===== config.mk =====
export PLATFORM = sky130hd
export DESIGN_NAME = rv_decoder
export DESIGN_NICKNAME = d
export VERILOG_FILES = /design/src/verilog/decode_pkg.sv /design/src/verilog/op_decoder.sv /design/src/verilog/imm_gen.sv /design/src/verilog/decode_issue.sv /design/src/verilog/rv_decoder.sv
export VERILOG_INCLUDE_DIRS = /design/src /design/src/verilog
export SDC_FILE = /design/constraint.sdc
export NUM_CORES = 1
export LEC_CHECK = 0
export BUFFER_PORTS_ARGS = -buffer_cell sky130_fd_sc_hd__buf_2
export CORE_AREA = 2 2 156 158
export DETAILED_ROUTE_END_ITERATION = 6
export DIE_AREA = 0 0 158 160
export PLACE_DENSITY = 0.74
export SETUP_SLACK_MARGIN = 0.3
export SLEW_MARGIN = 20
export SYNTH_ARGS = -nofsm -noshare
export SYNTH_HDL_FRONTEND = slang
export SYNTH_SLANG_ARGS = --single-unit

===== constraint.sdc =====
create_clock -name clk -period 2.1 [get_ports clk]
set_input_delay 0 -clock clk [delete_from_list [all_inputs] [get_ports clk]]
set_output_delay 0 -clock clk [all_outputs]
set_load 0.01 [all_outputs]

===== src/verilog/decode_cfg.svh =====
`ifndef DECODE_CFG_SVH
`define DECODE_CFG_SVH

// Base ISA width, 64 for RV64I or 32 for RV32I
`define DECODE_XLEN 64

`define DECODE_OPCODE_W 7

// Exception cause codes
`define DECODE_CAUSE_ILLEGAL    4'd2
`define DECODE_CAUSE_BREAKPOINT 4'd3
// ECALL cause is this base plus the current privilege
`define DECODE_CAUSE_ECALL_BASE 4'd8

// Privilege level encodings
`define DECODE_PRV_U 2'd0
`define DECODE_PRV_S 2'd1
`define DECODE_PRV_M 2'd3

`endif


===== src/verilog/decode_pkg.sv =====
`default_nettype none

package decode_pkg;

    `include "decode_cfg.svh"

    typedef logic [`DECODE_XLEN-1:0] xlen_t;
    typedef logic [4:0] reg_idx_t;
    typedef logic [3:0] cause_t;

    // Major opcodes handled by the decoder
    typedef enum logic [`DECODE_OPCODE_W-1:0] {
        OPCODE_LOAD      = 7'b0000011,
        OPCODE_MISC_MEM  = 7'b0001111,
        OPCODE_OP_IMM    = 7'b0010011,
        OPCODE_AUIPC     = 7'b0010111,
        OPCODE_OP_IMM_32 = 7'b0011011,
        OPCODE_STORE     = 7'b0100011,
        OPCODE_OP        = 7'b0110011,
        OPCODE_LUI       = 7'b0110111,
        OPCODE_OP_32     = 7'b0111011,
        OPCODE_BRANCH    = 7'b1100011,
        OPCODE_JALR      = 7'b1100111,
        OPCODE_JAL       = 7'b1101111,
        OPCODE_SYSTEM    = 7'b1110011
    } opcode_t;

    // Same 32-bit word, seen as R-type or as I-type fields
    typedef union packed {
        struct packed {
            logic [6:0] funct7;
            reg_idx_t   rs2;
            reg_idx_t   rs1;
            logic [2:0] funct3;
            reg_idx_t   rd;
            opcode_t    opcode;
        } r;
        struct packed {
            logic [11:0] imm;
            reg_idx_t    rs1;
            logic [2:0]  funct3;
            reg_idx_t    rd;
            opcode_t     opcode;
        } i;
    } instr_t;

    typedef enum logic [2:0] {
        ALU, MEM, BRANCH, JALR, AUIPC, ERET, WFI
    } op_type_t;

    typedef enum logic [2:0] {
        ADDSUB, SLT, SLTU, L_XOR, L_OR, L_AND, SHIFT
    } alu_op_t;

    typedef enum logic [2:0] {
        EQ, NE, LT, GE, LTU, GEU, JUMP
    } cmp_op_t;

    typedef enum logic {
        MEM_LOAD, MEM_STORE
    } mem_op_t;

    typedef enum logic [1:0] {
        PRV_U = `DECODE_PRV_U,
        PRV_S = `DECODE_PRV_S,
        PRV_M = `DECODE_PRV_M
    } prv_t;

endpackage

`default_nettype wire


===== src/verilog/op_decoder.sv =====
`timescale 1ns/1ps
`default_nettype none

`include "decode_cfg.svh"

module op_decoder
    import decode_pkg::*;
(
    input  instr_t     instr,
    input  prv_t       prv,
    input  logic       tsr,
    input  logic       tw,
    output op_type_t   op_type,
    output alu_op_t    alu_op,
    output logic       subtract,
    output logic       shift_left,
    output logic       shift_arith,
    output logic       is_32,
    output cmp_op_t    cmp_op,
    output mem_op_t    mem_op,
    output logic [1:0] mem_size,
    output logic       mem_zeroext,
    output reg_idx_t   rs1,
    output reg_idx_t   rs2,
    output reg_idx_t   rd,
    output logic       dec_illegal,
    output logic       is_ecall,
    output logic       is_ebreak
);

    opcode_t    opcode;
    logic [2:0] funct3;
    logic [6:0] funct7;

    assign opcode = instr.r.opcode;
    assign funct3 = instr.r.funct3;
    assign funct7 = instr.r.funct7;

    // ALU function shared by register and immediate forms
    function automatic alu_op_t alu_sel(input logic [2:0] f3);
        case (f3)
            3'b010:         return SLT;
            3'b011:         return SLTU;
            3'b100:         return L_XOR;
            3'b110:         return L_OR;
            3'b111:         return L_AND;
            3'b001, 3'b101: return SHIFT;
            default:        return ADDSUB;
        endcase
    endfunction

    always_comb begin
        op_type     = ALU;
        alu_op      = ADDSUB;
        subtract    = 1'b0;
        shift_left  = 1'b0;
        shift_arith = 1'b0;
        is_32       = 1'b0;
        cmp_op      = EQ;
        mem_op      = MEM_LOAD;
        mem_size    = funct3[1:0];
        mem_zeroext = 1'b0;
        rs1         = '0;
        rs2         = '0;
        rd          = '0;
        dec_illegal = 1'b0;
        is_ecall    = 1'b0;
        is_ebreak   = 1'b0;

        case (opcode)
            OPCODE_LOAD: begin
                op_type     = MEM;
                rs1         = instr.r.rs1;
                rd          = instr.r.rd;
                mem_zeroext = funct3[2];
                dec_illegal = (`DECODE_XLEN == 32) ?
                              (funct3[1:0] == 2'b11 || funct3 == 3'b110) : (funct3 == 3'b111);
            end
            OPCODE_STORE: begin
                op_type     = MEM;
                mem_op      = MEM_STORE;
                rs1         = instr.r.rs1;
                rs2         = instr.r.rs2;
                dec_illegal = funct3[2] || (`DECODE_XLEN == 32 && funct3[1:0] == 2'b11);
            end
            OPCODE_OP, OPCODE_OP_32, OPCODE_OP_IMM, OPCODE_OP_IMM_32: begin
                rs1         = instr.r.rs1;
                rd          = instr.r.rd;
                is_32       = opcode inside {OPCODE_OP_32, OPCODE_OP_IMM_32};
                alu_op      = alu_sel(funct3);
                shift_left  = funct3 == 3'b001;
                shift_arith = funct3 == 3'b101 && funct7[5];
                if (opcode inside {OPCODE_OP, OPCODE_OP_32}) begin
                    rs2         = instr.r.rs2;
                    subtract    = funct3 == 3'b000 && funct7[5];
                    dec_illegal = !(funct7 == 7'b0 ||
                                    (funct7 == 7'b0100000 && funct3 inside {3'b000, 3'b101}));
                end else if (alu_op == SHIFT) begin
                    // funct7[0] is the top shamt bit, valid only for full 64-bit shifts
                    dec_illegal = {funct7[6], funct7[4:1]} != 5'b0 || (funct7[5] && shift_left) ||
                                  (funct7[0] && (is_32 || `DECODE_XLEN == 32));
                end
                // Word forms exist only on RV64, and only as add, sub and shifts
                if (is_32 && (`DECODE_XLEN == 32 || !(funct3 inside {3'b000, 3'b001, 3'b101})))
                begin
                    dec_illegal = 1'b1;
                end
            end
            OPCODE_LUI: begin
                rd = instr.r.rd;
            end
            OPCODE_AUIPC: begin
                op_type = AUIPC;
                rd      = instr.r.rd;
            end
            OPCODE_BRANCH: begin
                op_type  = BRANCH;
                rs1      = instr.r.rs1;
                rs2      = instr.r.rs2;
                subtract = 1'b1;
                case (funct3)
                    3'b000:  cmp_op = EQ;
                    3'b001:  cmp_op = NE;
                    3'b100:  cmp_op = LT;
                    3'b101:  cmp_op = GE;
                    3'b110:  cmp_op = LTU;
                    3'b111:  cmp_op = GEU;
                    default: dec_illegal = 1'b1;
                endcase
            end
            OPCODE_JAL: begin
                op_type = BRANCH;
                cmp_op  = JUMP;
                rd      = instr.r.rd;
            end
            OPCODE_JALR: begin
                op_type     = JALR;
                rs1         = instr.r.rs1;
                rd          = instr.r.rd;
                dec_illegal = funct3 != 3'b000;
            end
            OPCODE_MISC_MEM: begin
                // FENCE goes through as a no-op
                dec_illegal = funct3 != 3'b000;
            end
            OPCODE_SYSTEM: begin
                if (funct3 != 3'b000) begin
                    dec_illegal = 1'b1;
                end else begin
                    case ({funct7, instr.r.rs2})
                        12'b0000000_00000: is_ecall = 1'b1;
                        12'b0000000_00001: is_ebreak = 1'b1;
                        12'b0011000_00010: begin
                            op_type     = ERET;
                            dec_illegal = prv != PRV_M;
                        end
                        12'b0001000_00010: begin
                            op_type     = ERET;
                            dec_illegal = prv != PRV_M && (prv != PRV_S || tsr);
                        end
                        12'b0001000_00101: begin
                            op_type     = WFI;
                            dec_illegal = prv != PRV_M && (prv != PRV_S || tw);
                        end
                        default: dec_illegal = 1'b1;
                    endcase
                end
            end
            default: dec_illegal = 1'b1;
        endcase

        if (alu_op == SLT || alu_op == SLTU) subtract = 1'b1; // compare via adder
    end

endmodule

`default_nettype wire


===== src/verilog/imm_gen.sv =====
`timescale 1ns/1ps
`default_nettype none

module imm_gen
    import decode_pkg::*;
(
    input  instr_t instr,
    output xlen_t  imm,
    output logic   use_imm
);

    logic signed [11:0] i_imm;
    logic signed [11:0] s_imm;
    logic signed [12:0] b_imm;
    logic signed [31:0] u_imm;
    logic signed [20:0] j_imm;

    assign i_imm = instr.i.imm;
    assign s_imm = {instr.r.funct7, instr.r.rd};
    assign b_imm = {instr.r.funct7[6], instr.r.rd[0], instr.r.funct7[5:0], instr.r.rd[4:1], 1'b0};
    assign u_imm = {instr.i.imm, instr.i.rs1, instr.i.funct3, 12'b0};
    // J-type bits scatter over the imm, rs1 and funct3 fields
    assign j_imm = {instr.i.imm[11], instr.i.rs1, instr.i.funct3, instr.i.imm[0],
                    instr.i.imm[10:1], 1'b0};

    always_comb begin
        imm     = '0;
        use_imm = 1'b0;
        case (instr.i.opcode)
            OPCODE_LOAD, OPCODE_OP_IMM, OPCODE_OP_IMM_32, OPCODE_JALR: begin
                imm     = xlen_t'(i_imm);
                use_imm = 1'b1;
            end
            OPCODE_LUI, OPCODE_AUIPC: begin
                imm     = xlen_t'(u_imm);
                use_imm = 1'b1;
            end
            OPCODE_STORE: begin
                imm     = xlen_t'(s_imm);
                use_imm = 1'b1;
            end
            // Branch and jump offsets feed the PC adder only
            OPCODE_BRANCH: imm = xlen_t'(b_imm);
            OPCODE_JAL:    imm = xlen_t'(j_imm);
            default: ;
        endcase
    end

endmodule

`default_nettype wire


===== src/verilog/decode_issue.sv =====
`timescale 1ns/1ps
`default_nettype none

`include "decode_cfg.svh"

module decode_issue
    import decode_pkg::*;
(
    input  logic       clk,
    input  logic       rst_n,
    input  logic       instr_valid,
    input  logic [31:0] instr_word,
    input  xlen_t      instr_pc,
    input  logic       fetch_fault,
    input  cause_t     fetch_cause,
    input  xlen_t      fetch_tval,
    input  prv_t       prv,
    input  op_type_t   op_type,
    input  alu_op_t    alu_op,
    input  logic       subtract,
    input  logic       shift_left,
    input  logic       shift_arith,
    input  logic       is_32,
    input  cmp_op_t    cmp_op,
    input  mem_op_t    mem_op,
    input  logic [1:0] mem_size,
    input  logic       mem_zeroext,
    input  reg_idx_t   rs1,
    input  reg_idx_t   rs2,
    input  reg_idx_t   rd,
    input  logic       dec_illegal,
    input  logic       is_ecall,
    input  logic       is_ebreak,
    input  xlen_t      imm,
    input  logic       use_imm,
    output logic       dec_valid,
    output xlen_t      dec_pc,
    output op_type_t   dec_op_type,
    output alu_op_t    dec_alu_op,
    output logic       dec_subtract,
    output logic       dec_shift_left,
    output logic       dec_shift_arith,
    output logic       dec_is_32,
    output cmp_op_t    dec_cmp_op,
    output mem_op_t    dec_mem_op,
    output logic [1:0] dec_mem_size,
    output logic       dec_mem_zeroext,
    output reg_idx_t   dec_rs1,
    output reg_idx_t   dec_rs2,
    output reg_idx_t   dec_rd,
    output xlen_t      dec_imm,
    output logic       dec_use_imm,
    output logic       dec_exc_valid,
    output cause_t     dec_exc_cause,
    output xlen_t      dec_exc_tval
);

    logic   exc_valid;
    cause_t exc_cause;
    xlen_t  exc_tval;

    // Fetch fault first, then ecall, ebreak and illegal
    always_comb begin
        exc_valid = fetch_fault | is_ecall | is_ebreak | dec_illegal;
        exc_cause = `DECODE_CAUSE_ILLEGAL;
        exc_tval  = '0;
        if (fetch_fault) begin
            exc_cause = fetch_cause;
            exc_tval  = fetch_tval;
        end else if (is_ecall) begin
            exc_cause = `DECODE_CAUSE_ECALL_BASE + {2'b00, prv};
        end else if (is_ebreak) begin
            exc_cause = `DECODE_CAUSE_BREAKPOINT;
        end else if (dec_illegal) begin
            exc_tval = xlen_t'(instr_word);
        end
    end

    always_ff @(posedge clk) begin
        if (!rst_n) begin
            dec_valid <= 1'b0;
        end else begin
            dec_valid <= instr_valid;
        end
    end

    always_ff @(posedge clk) begin
        if (instr_valid) begin
            dec_pc          <= instr_pc;
            dec_op_type     <= op_type;
            dec_alu_op      <= alu_op;
            dec_subtract    <= subtract;
            dec_shift_left  <= shift_left;
            dec_shift_arith <= shift_arith;
            dec_is_32       <= is_32;
            dec_cmp_op      <= cmp_op;
            dec_mem_op      <= mem_op;
            dec_mem_size    <= mem_size;
            dec_mem_zeroext <= mem_zeroext;
            dec_rs1         <= rs1;
            dec_rs2         <= rs2;
            dec_rd          <= rd;
            dec_imm         <= imm;
            dec_use_imm     <= use_imm;
            dec_exc_valid   <= exc_valid;
            dec_exc_cause   <= exc_cause;
            dec_exc_tval    <= exc_tval;
        end
    end

endmodule

`default_nettype wire


===== src/verilog/rv_decoder.sv =====
`timescale 1ns/1ps
`default_nettype none

module rv_decoder
    import decode_pkg::*;
(
    input  logic        clk,
    input  logic        rst_n,
    input  logic        instr_valid,
    input  logic [31:0] instr_word,
    input  xlen_t       instr_pc,
    input  logic        fetch_fault,
    input  cause_t      fetch_cause,
    input  xlen_t       fetch_tval,
    input  prv_t        prv,
    input  logic        tsr,
    input  logic        tw,
    output logic        dec_valid,
    output xlen_t       dec_pc,
    output op_type_t    dec_op_type,
    output alu_op_t     dec_alu_op,
    output logic        dec_subtract,
    output logic        dec_shift_left,
    output logic        dec_shift_arith,
    output logic        dec_is_32,
    output cmp_op_t     dec_cmp_op,
    output mem_op_t     dec_mem_op,
    output logic [1:0]  dec_mem_size,
    output logic        dec_mem_zeroext,
    output reg_idx_t    dec_rs1,
    output reg_idx_t    dec_rs2,
    output reg_idx_t    dec_rd,
    output xlen_t       dec_imm,
    output logic        dec_use_imm,
    output logic        dec_exc_valid,
    output cause_t      dec_exc_cause,
    output xlen_t       dec_exc_tval
);

    instr_t     instr;
    op_type_t   op_type;
    alu_op_t    alu_op;
    logic       subtract;
    logic       shift_left;
    logic       shift_arith;
    logic       is_32;
    cmp_op_t    cmp_op;
    mem_op_t    mem_op;
    logic [1:0] mem_size;
    logic       mem_zeroext;
    reg_idx_t   rs1;
    reg_idx_t   rs2;
    reg_idx_t   rd;
    logic       dec_illegal;
    logic       is_ecall;
    logic       is_ebreak;
    xlen_t      imm;
    logic       use_imm;

    assign instr = instr_t'(instr_word);

    // Control and immediate decode run side by side ahead of the output register
    op_decoder u_op_decoder (.*);

    imm_gen u_imm_gen (.*);

    decode_issue u_decode_issue (.*);

endmodule

`default_nettype wire


# After elaboration in Yosys (flattened, before gate mapping)
# Index checks and enable logic that the tools add are counted.
# op_classes
n_mux,35
bitwise,3
eq_ne,30
reduce_logical,40
add_sub_neg,1
# ops
cell,n
$pmux W64 S5,1
$mux W64,3
$eq A7 B6 Y1 const B,5
$mux W32,1
$pmux W3 S5,2
$eq A7 B7 Y1 const B,4
$eq A12 B9 Y1 const B,2
$eq A7 B5 Y1 const B,3
$pmux W3 S6,1
$reduce_or A2 Y1,8
$eq A3 B3 Y1 const B,5
$mux W1,15
$eq A12 B1 Y1 const B,1
$eq A12 B10 Y1 const B,1
$logic_not A12 Y1,1
$pmux W3 S2,2
$pmux W5 S2,1
$eq A3 B2 Y1 const B,3
$mux W3,3
$reduce_or A9 Y1,1
$logic_and A1 B1 Y1,8
$mux W4,2
$reduce_or A4 Y1,2
$reduce_or A8 Y1,1
other kinds (21),33
# word_totals
regBits,231
word_cells,129
output_inout_bits,231
input_bits,172

# Logic depth before layout (Yosys ltp)
# Gate-level depths: netlist of run 1.
# logic_depth
ltp_word,13
ltp_mapped,8
ltp_nobuf,6

# Hierarchy
# From an unflattened synthesis of run 1, not the netlist that was laid out.
# unflattened
hier_cells,589
hier_area_um2,9387.8
# modules_own_cells
mod,cells_per_inst,seq_area_each_um2,instances,area_each_um2
decode_issue,353,6926.6,1,7805.0
op_decoder,130,0.0,1,807.0
imm_gen,106,0.0,1,775.7

# Least setup slack after synthesis of run 1
# Ideal clock, no wire load.
# synth_path
kind,input to register
start,input instr_word[20]
end,register u_decode_issue.dec_exc_valid (data pin)
stages,7
required_time_ps,1834
setup_time_ps,266
n_path_buf,1
path_slack_ps,162
t_arrival_ps,1672
cell_sequence,clkbuf_1 -> or3b_2 -> and2_1 -> o221ai_2 -> and4bb_4 -> o21ai_2 -> or3b_1
# synth_via
elab_chain_len,7
elab_cells_between_ends,18
classes_between,eq/ne (4); mux (9); bitwise (3); reduce/logical (2)
# synth_rtl
item,line_no,text
start: declaration,rv_decoder.sv:10,"input logic [31:0] instr_word,"
branches (longest 6 deep; another with $eq A12 B1 Y1),n/a,
$or A1 B1 Y1 *,decode_issue.sv:64,exc_valid = fetch_fault | is_ecall | is_ebreak | dec_illegal;
via u_decode_issue.exc_valid,decode_issue.sv:58,logic exc_valid;
end signal: assignment,decode_issue.sv:105,dec_exc_valid <= exc_valid;
end: declaration,decode_issue.sv:53,"output logic dec_exc_valid,"
# Mark *: on every way through the listed nets, which the timed path passes.
# A chain may end at the register's enable or synchronous reset.

# Final worst setup path of run 1
# layout_path
start,input instr_word[23]
end,register u_decode_issue.dec_exc_tval[16] (data pin)
# layout_via
elab_chain_len,9
elab_cells_between_ends,19
classes_between,eq/ne (4); mux (13); reduce/logical (2)
# layout_rtl
item,line_no,text
$eq A12 B1 Y1 or $logic_not A12 Y1 (tied branches),op_decoder.sv:150,"case ({funct7, instr.r.rs2})"
$reduce_or A2 Y1 (no source line),n/a,
$pmux W1 S4,op_decoder.sv:150,
$mux W1,op_decoder.sv:147,if (funct3 != 3'b000) begin
$pmux W1 S7,op_decoder.sv:70,case (opcode)
$mux W32,decode_issue.sv:74,end else if (dec_illegal) begin
$mux W64,decode_issue.sv:72,end else if (is_ebreak) begin
$mux W64 *,decode_issue.sv:70,end else if (is_ecall) begin
$mux W64 *,decode_issue.sv:67,if (fetch_fault) begin
via u_decode_issue.exc_tval[16],decode_issue.sv:60,xlen_t exc_tval;
end signal: assignment,decode_issue.sv:107,dec_exc_tval <= exc_tval;
end: declaration,decode_issue.sv:55,output xlen_t dec_exc_tval
# Mark *: on every way through the listed nets, which the timed path passes. The rest lies on a longest branch.

==> results of run 1 <==
==> per-stage QoR <==
| stage | setup TNS [ns] | area (um2) |
|---|---|---|
| after global placement | -0.976 | 10600 |
| after floorplan | 0 | 8230 |
| after global routing | 0 | 12800 |
| after CTS | 0 | 12800 |
| final | 0 | 12800 |
| after detailed placement | -3.17 | 10600 |
==> per-layer routing <==
metal  up-vias  track usage, %  wire length [um]
met5         -               0                 0
met4         0            9.38               995
met2       381            38.4             15000
li1       3114               -                 -
met3        72            6.57              2540
met1      3343            26.8             10800
==> worst max-delay path: cells and delay by family <==
| family | cells | cell delay [ns] |
|---|---|---|
| AOI/OAI and AO/OA | 3 | 0.47 |
| and+or+nand+nor | 3 | 1.18 |
| buffers and inverters | 2 | 0.29 |
==> synth_stat cells (2+ instances only) <==
| cell type | n | area (um2) |
|---|---|---|
| sky130_fd_sc_hd__o22ai_1 | 4 | 25.0 |
| sky130_fd_sc_hd__a22o_1 | 20 | 175 |
| sky130_fd_sc_hd__or3_1 | 2 | 12.5 |
| sky130_fd_sc_hd__and3_1 | 5 | 31.3 |
| sky130_fd_sc_hd__nand3_1 | 4 | 20.0 |
| sky130_fd_sc_hd__and2_1 | 55 | 344 |
| sky130_fd_sc_hd__a21boi_0 | 2 | 15.0 |
| sky130_fd_sc_hd__buf_4 | 35 | 263 |
| sky130_fd_sc_hd__o21a_1 | 2 | 15.0 |
| sky130_fd_sc_hd__buf_6 | 2 | 22.5 |
| sky130_fd_sc_hd__a311oi_1 | 2 | 17.5 |
| sky130_fd_sc_hd__nor4_1 | 2 | 12.5 |
| sky130_fd_sc_hd__a21oi_1 | 9 | 45.0 |
| sky130_fd_sc_hd__or2_2 | 2 | 12.5 |
| sky130_fd_sc_hd__nor3_1 | 6 | 30.0 |
| sky130_fd_sc_hd__nand4b_1 | 2 | 17.5 |
| sky130_fd_sc_hd__nor2_1 | 20 | 75.1 |
| sky130_fd_sc_hd__edfxtp_1 | 198 | 5950 |
| sky130_fd_sc_hd__clkbuf_1 | 21 | 78.8 |
| sky130_fd_sc_hd__or3b_2 | 2 | 17.5 |
| sky130_fd_sc_hd__a21o_1 | 19 | 143 |
| sky130_fd_sc_hd__nand2_1 | 12 | 45.0 |
| sky130_fd_sc_hd__nand2b_1 | 4 | 25.0 |
| sky130_fd_sc_hd__nor3b_1 | 2 | 15.0 |
| sky130_fd_sc_hd__buf_2 | 5 | 25.0 |
| sky130_fd_sc_hd__nand3b_1 | 3 | 22.5 |
| sky130_fd_sc_hd__o31ai_1 | 4 | 30.0 |
| sky130_fd_sc_hd__inv_1 | 7 | 26.3 |
| sky130_fd_sc_hd__a211oi_1 | 2 | 15.0 |
| sky130_fd_sc_hd__o21ai_0 | 8 | 40.0 |
| sky130_fd_sc_hd__a32o_1 | 15 | 150 |
| sky130_fd_sc_hd__nor2b_1 | 36 | 225 |
==> kinds of logic after synthesis <==
kind of cell	count (synthesis)
buffers and inverters	70
XOR/XNOR	1
AND/OR/NAND/NOR	171
flip-flops	199
AO/OA/AOI/OAI	101
==> worst max path at each step <==
stage	start	endpoint	slack [ns]	cells after the start
floorplan	instr_word[23]	u_decode_issue.dec_exc_valid	0.18	6
CTS	instr_word[21]	u_decode_issue.dec_exc_tval[15]	0.34	9
global route	instr_word[23]	u_decode_issue.dec_exc_tval[16]	0.30	8
global placement	instr_word[23]	u_decode_issue.dec_exc_tval[17]	-0.05	8
detailed placement	instr_word[21]	u_decode_issue.dec_exc_tval[10]	-0.12	9
finish	instr_word[23]	u_decode_issue.dec_exc_tval[16]	0.33	8
==> state kept, by name, summed over array words and instances (netlist names), 2 cells and up <==
register	flops
u_decode_issue.dec_exc_tval	64
u_decode_issue.dec_pc	64
u_decode_issue.dec_imm	32
u_decode_issue.dec_rd	5
u_decode_issue.dec_rs1	5
u_decode_issue.dec_rs2	5
u_decode_issue.dec_exc_cause	4
u_decode_issue.dec_alu_op	3
u_decode_issue.dec_cmp_op	3
u_decode_issue.dec_op_type	3
u_decode_issue.dec_mem_size	2
==> final cells by class <==
class                   count  area [um2]
diodes                      3        7.51
fillers                  2068       11000
clock inverters            15         218
inverters                   7        26.3
multi-input cells         273        1850
well taps                 324         405
clock buffers              17         425
repair buffers            590        3900
flip-flops and latches    199        5970
==> what timing repair did <==
item	CTS	global route
hold buffers	156	0
endpoints found under the hold margin	171	0
buffers inserted	0	1
gates resized for setup	0	1
setup endpoints to repair	0	30
==> report_power, final <==
group / total (mW) / internal [mW] / switching (mW)
sequential: 4.79 / 4.69 / 0.0923
combinational: 1.43 / 0.687 / 0.742
clock: 3.50 / 1.77 / 1.73
==> results.cfg, run 1 <==
[timing]
timing.final.hold_violations = 0
min_period_over_period_pct = 84.4
transition_at_the_pin_with_the_smallest_max_transition_slack_ns = 0.901
period_minus_slack_ns = 1.77
setup_violations = 0
rsz_0062_raised_after_global_routing = true
fin_worst_hold_slack_ns = 0.00569
fmax_mhz = 564
final_max_slew_viol_count = 0
slew_headroom_pct = 40.0
final_critical_path_setup_slack_ns = 0.327

[placement]
placement.setup.worst_slack_ns = -0.123
dp_hpwl_mm = 20.7
gp_congestion = 0.922
buffer_ports.inserted = 402
post-place-cells = 1236

[setup_path]
criticalPathCategory = input port to flip-flop
critical_path.endpoint_type = flip-flop
critical_path.startpoint_type = input port
crit_path_max_incr_delay_ns = 0.55
crit_path_cell_trace = buf_2 -> or4_4 -> or3_4 -> o221ai_2 -> and4bb_4 -> o21ai_4 -> buf_12 -> a32o_1
worst-path-max-fanout = 18
required_ns = 2.28
cp.arrival_ns = 1.96
critPathSlowestCell = sky130_fd_sc_hd__or4_4

[grt]
maximum_number_of_pins_on_one_net_before_global_route_repair = 55
globalRouteTotalUtil_pct = 22.6
grt_pass1_wl_mm = 41.8
antenna_found_initial = 3
globalRoute.totalOverflow = 0
grt_pass1_vias = 6897

[routing]
drt_pass1_iterations = 5
detail_route.iter0.violations = 691
wl_per_cell_um = 20.6
wire_length_after_detailed_routing_mm = 29.4
route.antenna.remaining_nets = 0
dr_total_vias = 6910
drt_drc_violations_left = 0
via_per_inst = 4.84

[floorplan]
std_cell_rows = 57
number_of_top_level_design_ports = 403
dieArea_mm2 = 0.0253
die_height_um = 160
floorplan.initialDensity_pct = 34.5
die_width_um = 158
placeableCoreArea_mm2 = 0.0238

[yosys]
muxShareOfSynthArea_pct = 0
post_synth_fa_ha_maj_area_fraction_pct = 0
post_synth_and_or_nand_nor_area_fraction_pct = 12.6
ys_async_sr_fraction_pct = 0
yosys_most_used_dff = sky130_fd_sc_hd__edfxtp_1
synth_xor_area_share_pct = 0.107
synth_compound_gate_area_share_pct = 9.65
ys_types = 62
synth_seq_cells = 199
synth_top_family_by_area = simple AND/OR/NAND/NOR gates
synthesis.area_per_instance_um2 = 15.2
synth.yosys.warnings = 0
syn_area_mm2 = 0.00822
synth-edff-count = 198
syn_inst = 542
synthesis.nets = 714
synth-seq-area-share_pct = 72.6

[cells_and_area]
commonest_non_fill_non_tap_cells_in_the_layout = 400 x sky130_fd_sc_hd__buf_2, 198 x sky130_fd_sc_hd__edfxtp_1, 156 x sky130_fd_sc_hd__dlygate4sd3_1
fin_cells = 1428
final_common_cell = sky130_fd_sc_hd__buf_2
drive_gt1_share_pct = 43.1
nets = 1260
layout.core_utilization_pct = 53.7
syn_to_final_growth_pct = 55.7

[worst_hold_path]
worst_hold_endpoint = u_decode_issue.dec_imm[12]
min_delay_path_depth = 1
timing.hold.worst.class = input port to flip-flop
hold_path.startpoint = instr_valid

[power]
power_leakage_nw = 5.48
power.ir.vdd_worst_uv = 458
design_power_total_mw = 9.71
power_per_cell_area_mw_per_mm2 = 759

[clocking]
total_number_of_h_tree_levels = 4
tritoncts.num_buffers = 17
path_clk_slew_ns = 0.08
cts_tree = built
cts.path.max_buffers = 2
root_buffer = sky130_fd_sc_hd__clkbuf_16
cts_num_sinks = 199

[flow_run]
drv.max_cap_violation_count = 0

[status]
status = finished, final reports clean
(Power assumes the default switching activity.)
==> run 2: changes to the inputs <==
--- a/config.mk
+++ b/config.mk
@@ -6,11 +6,12 @@
 export SDC_FILE = /design/constraint.sdc
 export NUM_CORES = 1
 export LEC_CHECK = 0
+export ABC_AREA = 1
 export BUFFER_PORTS_ARGS = -buffer_cell sky130_fd_sc_hd__buf_2
-export CORE_AREA = 2 2 156 158
+export CORE_AREA = 2 2 155 157
 export DETAILED_ROUTE_END_ITERATION = 6
-export DIE_AREA = 0 0 158 160
-export PLACE_DENSITY = 0.74
+export DIE_AREA = 0 0 157 159
+export PLACE_DENSITY = 0.77
 export SETUP_SLACK_MARGIN = 0.3
 export SLEW_MARGIN = 20
 export SYNTH_ARGS = -nofsm -noshare
==> constraint.sdc (replaced) <==
create_clock -name clk -period 1.5 [get_ports clk]
set_input_delay 0 -clock clk [delete_from_list [all_inputs] [get_ports clk]]
set_output_delay 0 -clock clk [all_outputs]
set_load 0.01 [all_outputs]
==> run 2 against run 1 <==
Against the previous run: clock power increased by 40%; final cell count rose by 17%; utilization increased by 6.1 points; via count increased by 13%; global-route usage is 2.0 points higher; non-clock buffer count is 72 higher; count of clock-buffer cells in the layout unchanged; worst setup slack lost 0.077 ns; critical path type unchanged; critical endpoint is now u_decode_issue.dec_exc_tval[23]; largest cell class unchanged; sequential cell count did not move.
==> results.cfg, run 2 <==
[timing]
transition_at_the_pin_with_the_smallest_max_transition_slack_ns = 0.613
fin_worst_hold_slack_ns = 0.00599
final_max_slew_viol_count = 0
min_period_over_period_pct = 83.3
fmax_mhz = 801
rsz_0062_raised_after_global_routing = true
setup_violations = 0
period_minus_slack_ns = 1.25
timing.final.hold_violations = 0
slew_headroom_pct = 59.1

[yosys]
synth_seq_cells = 199
post_synth_and_or_nand_nor_area_fraction_pct = 15.6
post_synth_top_cells = 198 x sky130_fd_sc_hd__edfxtp_1, 190 x sky130_fd_sc_hd__nand2_1, 89 x sky130_fd_sc_hd__inv_1
yosysTopAreaCellShare_pct = 72.6
ys_async_sr_fraction_pct = 0
synth-edff-count = 198
synth.yosys.warnings = 0
ys_types = 33
synthTopCellsByArea = sky130_fd_sc_hd__edfxtp_1 73%, sky130_fd_sc_hd__nand2_1 8.7%, sky130_fd_sc_hd__inv_1 4.1%, sky130_fd_sc_hd__nor2_1 3.9%, sky130_fd_sc_hd__buf_4 2.9%
synth-seq-area-share_pct = 72.9
syn_inst = 703
synth_xor_area_share_pct = 0
synth_compound_gate_area_share_pct = 3.13
synthesis.nets = 875
synth_top_family_by_area = simple AND/OR/NAND/NOR gates
syn_area_mm2 = 0.00819
synth.largest_area_cell = sky130_fd_sc_hd__edfxtp_1
synthesis.area_per_instance_um2 = 11.6
post_synth_fa_ha_maj_area_fraction_pct = 0
muxShareOfSynthArea_pct = 0
yosys_most_used_dff = sky130_fd_sc_hd__edfxtp_1
synth.most_common_cell = sky130_fd_sc_hd__edfxtp_1

[power]
power.ir.vdd_worst_uv = 630
internal-power_mw = 9.94
power.share.switching_pct = 28.2
clock_power_share_pct = 35.4
total_switching_power_mw = 3.90
power_per_cell_area_mw_per_mm2 = 997
comb_power_share_pct = 16.1
relative_contribution_of_sequential_cells_to_total_power_pct = 48.5
power_leakage_nw = 6.53

[cells_and_area]
syn_to_final_growth_pct = 69.6
commonest_non_fill_non_tap_cells_in_the_layout = 390 x sky130_fd_sc_hd__buf_2, 198 x sky130_fd_sc_hd__edfxtp_1, 149 x sky130_fd_sc_hd__dlygate4sd3_1
layout.core_utilization_pct = 59.9
drive_gt1_share_pct = 48.2
fin_area_mm2 = 0.0139
final_common_cell = sky130_fd_sc_hd__buf_2
nets = 1510
largest_registers = u_decode_issue.dec_exc_tval x64, u_decode_issue.dec_pc x64, u_decode_issue.dec_imm x32

[floorplan]
placeableCoreArea_mm2 = 0.0232
floorplan.initialDensity_pct = 35.3
dieArea_mm2 = 0.0250
std_cell_rows = 56
number_of_top_level_design_ports = 403
die_width_um = 157
die_height_um = 159

[grt]
globalRouteTotalUtil_pct = 24.6
antenna_found_initial = 3
grt_pass1_wl_mm = 45.8
maximum_number_of_pins_on_one_net_before_global_route_repair = 56
grt_pass1_vias = 8069
globalRoute.totalOverflow = 0

[placement]
detailed_place.area_mm2 = 0.0110
dp_hpwl_mm = 20.4
gp_congestion = 0.899
buffer_ports.inserted = 402

[worst_hold_path]
timing.hold.worst.class = input port to flip-flop
min_delay_path_depth = 1
worst_hold_endpoint = u_decode_issue.dec_exc_tval[36]
hold_path.startpoint = instr_valid

[clocking]
root_buffer = sky130_fd_sc_hd__clkbuf_16
path_clk_slew_ns = 0.09
cts.path.max_buffers = 2
tritoncts.num_buffers = 17
cts_num_sinks = 199
cts_tree = built
total_number_of_h_tree_levels = 4

[setup_path]
cp.arrival_ns = 1.43
criticalPathCategory = input port to flip-flop
worst-path-max-fanout = 8
required_ns = 1.68
critical_path.startpoint_type = input port
critical_path.endpoint_type = flip-flop

[routing]
wire_length_after_detailed_routing_mm = 32.1
via_per_inst = 4.68
wl_per_cell_um = 19.2
drt_pass1_iterations = 5
detail_route.iter0.violations = 459
drt_drc_violations_left = 0
route.antenna.remaining_nets = 0
dr_total_vias = 7837

[flow_run]
drv.max_cap_violation_count = 0

[status]
status = finished, final reports clean
-- run 2: cell count changes after synthesis, moves of 12 or more --
cell,delta
sky130_fd_sc_hd__a21o_1,-19
sky130_fd_sc_hd__a22o_1,-20
sky130_fd_sc_hd__a32o_1,-15
sky130_fd_sc_hd__and2_1,-55
sky130_fd_sc_hd__clkbuf_1,-14
sky130_fd_sc_hd__inv_1,+82
sky130_fd_sc_hd__nand2_1,+178
sky130_fd_sc_hd__nand3_1,+12
sky130_fd_sc_hd__nor2_1,+65
sky130_fd_sc_hd__nor2b_1,-36
sky130_fd_sc_hd__o21ai_0,+16
-- run 2: layout make-up --
| type | count | area [um2] |
|---|---|---|
| Clock inverter | 15 | 211 |
| Fill cell | 1758 | 9310 |
| Timing Repair Buffer | 662 | 4520 |
| Clock buffer | 17 | 425 |
| Multi-Input combinational cell | 363 | 1970 |
| Antenna cell | 3 | 7.51 |
| Sequential cell | 199 | 5970 |
| Tap cell | 319 | 399 |
| Inverter | 95 | 382 |
-- run 2: worst max-delay path by stage --
stage | startpoint | endpoint | slack (ns) | cells after the start
finish | instr_word[5] | u_decode_issue.dec_exc_tval[23] | 0.25 | 14
CTS | u_decode_issue.dec_imm[62] | dec_imm[54] | 0.30 | 2
detailed placement | instr_word[26] | u_decode_issue.dec_exc_tval[12] | -0.42 | 15
floorplan | instr_word[14] | u_decode_issue.dec_exc_tval[13] | 0.18 | 14
global placement | instr_word[26] | u_decode_issue.dec_exc_tval[3] | -0.33 | 11
global route | instr_word[5] | u_decode_issue.dec_exc_tval[23] | 0.19 | 14
-- run 2: kinds of logic (layout without fill, tap and decap cells) --
family / Yosys count / in the layout
compound gates: 45 / 45
buf+inv: 144 / 789
flops: 199 / 199
other cells: 0 / 3
simple gates: 315 / 318
-- run 2: power by group through the flow --
stage               logic (mW)  clock network, mW  registers, mW
finish                    2.23               4.89           6.71
global route              2.39               5.18           6.75
CTS                       2.08               4.91           6.69
detailed placement        1.67                  0           6.82
global placement          1.64                  0           6.82
floorplan                0.421                  0           7.06
-- run 2: what timing repair did --
| action | in CTS | in global routing |
|---|---|---|
| setup buffers | 14 | 10 |
| endpoints found under the hold margin | 157 | 0 |
| resized for setup | 32 | 108 |
| pin swaps | 14 | 31 |
| hold buffers | 149 | 0 |
| endpoints found under the setup margin | 66 | 78 |
| cloned | 4 | 0 |
-- run 2: worst max-delay path, stage by stage --
cell and delay, ns:
sky130_fd_sc_hd__clkbuf_4 0.14, sky130_fd_sc_hd__nand2_2 0.09, sky130_fd_sc_hd__nor2_4 0.16, sky130_fd_sc_hd__nand2_2 0.10, sky130_fd_sc_hd__nand2_4 0.11, sky130_fd_sc_hd__nor2_4 0.05, sky130_fd_sc_hd__nand2_1 0.06, sky130_fd_sc_hd__nor2_1 0.06
sky130_fd_sc_hd__nor2_2 0.12, sky130_fd_sc_hd__nand2_2 0.10, sky130_fd_sc_hd__inv_8 0.14, sky130_fd_sc_hd__nand2_8 0.13, sky130_fd_sc_hd__nand2_2 0.08, sky130_fd_sc_hd__nand2_1 0.09
-- run 2: stage by stage --
step	total power, mW	TNS (ns)	instances	setup slack (ns)
floorplan	7.48	0	703	0.181
detailed placement	8.50	-15.43	1461	-0.417
finish	13.8	0	1673	0.251
global route	14.3	0	1673	0.193
global placement	8.46	-11.45	1461	-0.326
CTS	13.7	0	1660	0.299
-- run 2: layer usage --
layer	share of wire, %	track usage [%]	vias to the layer above
li1	-	-	3570
met1	35	27.1	3709
met2	53	43.8	466
met3	8.5	5.93	92
met4	4.1	12.2	0
met5	0	0	-
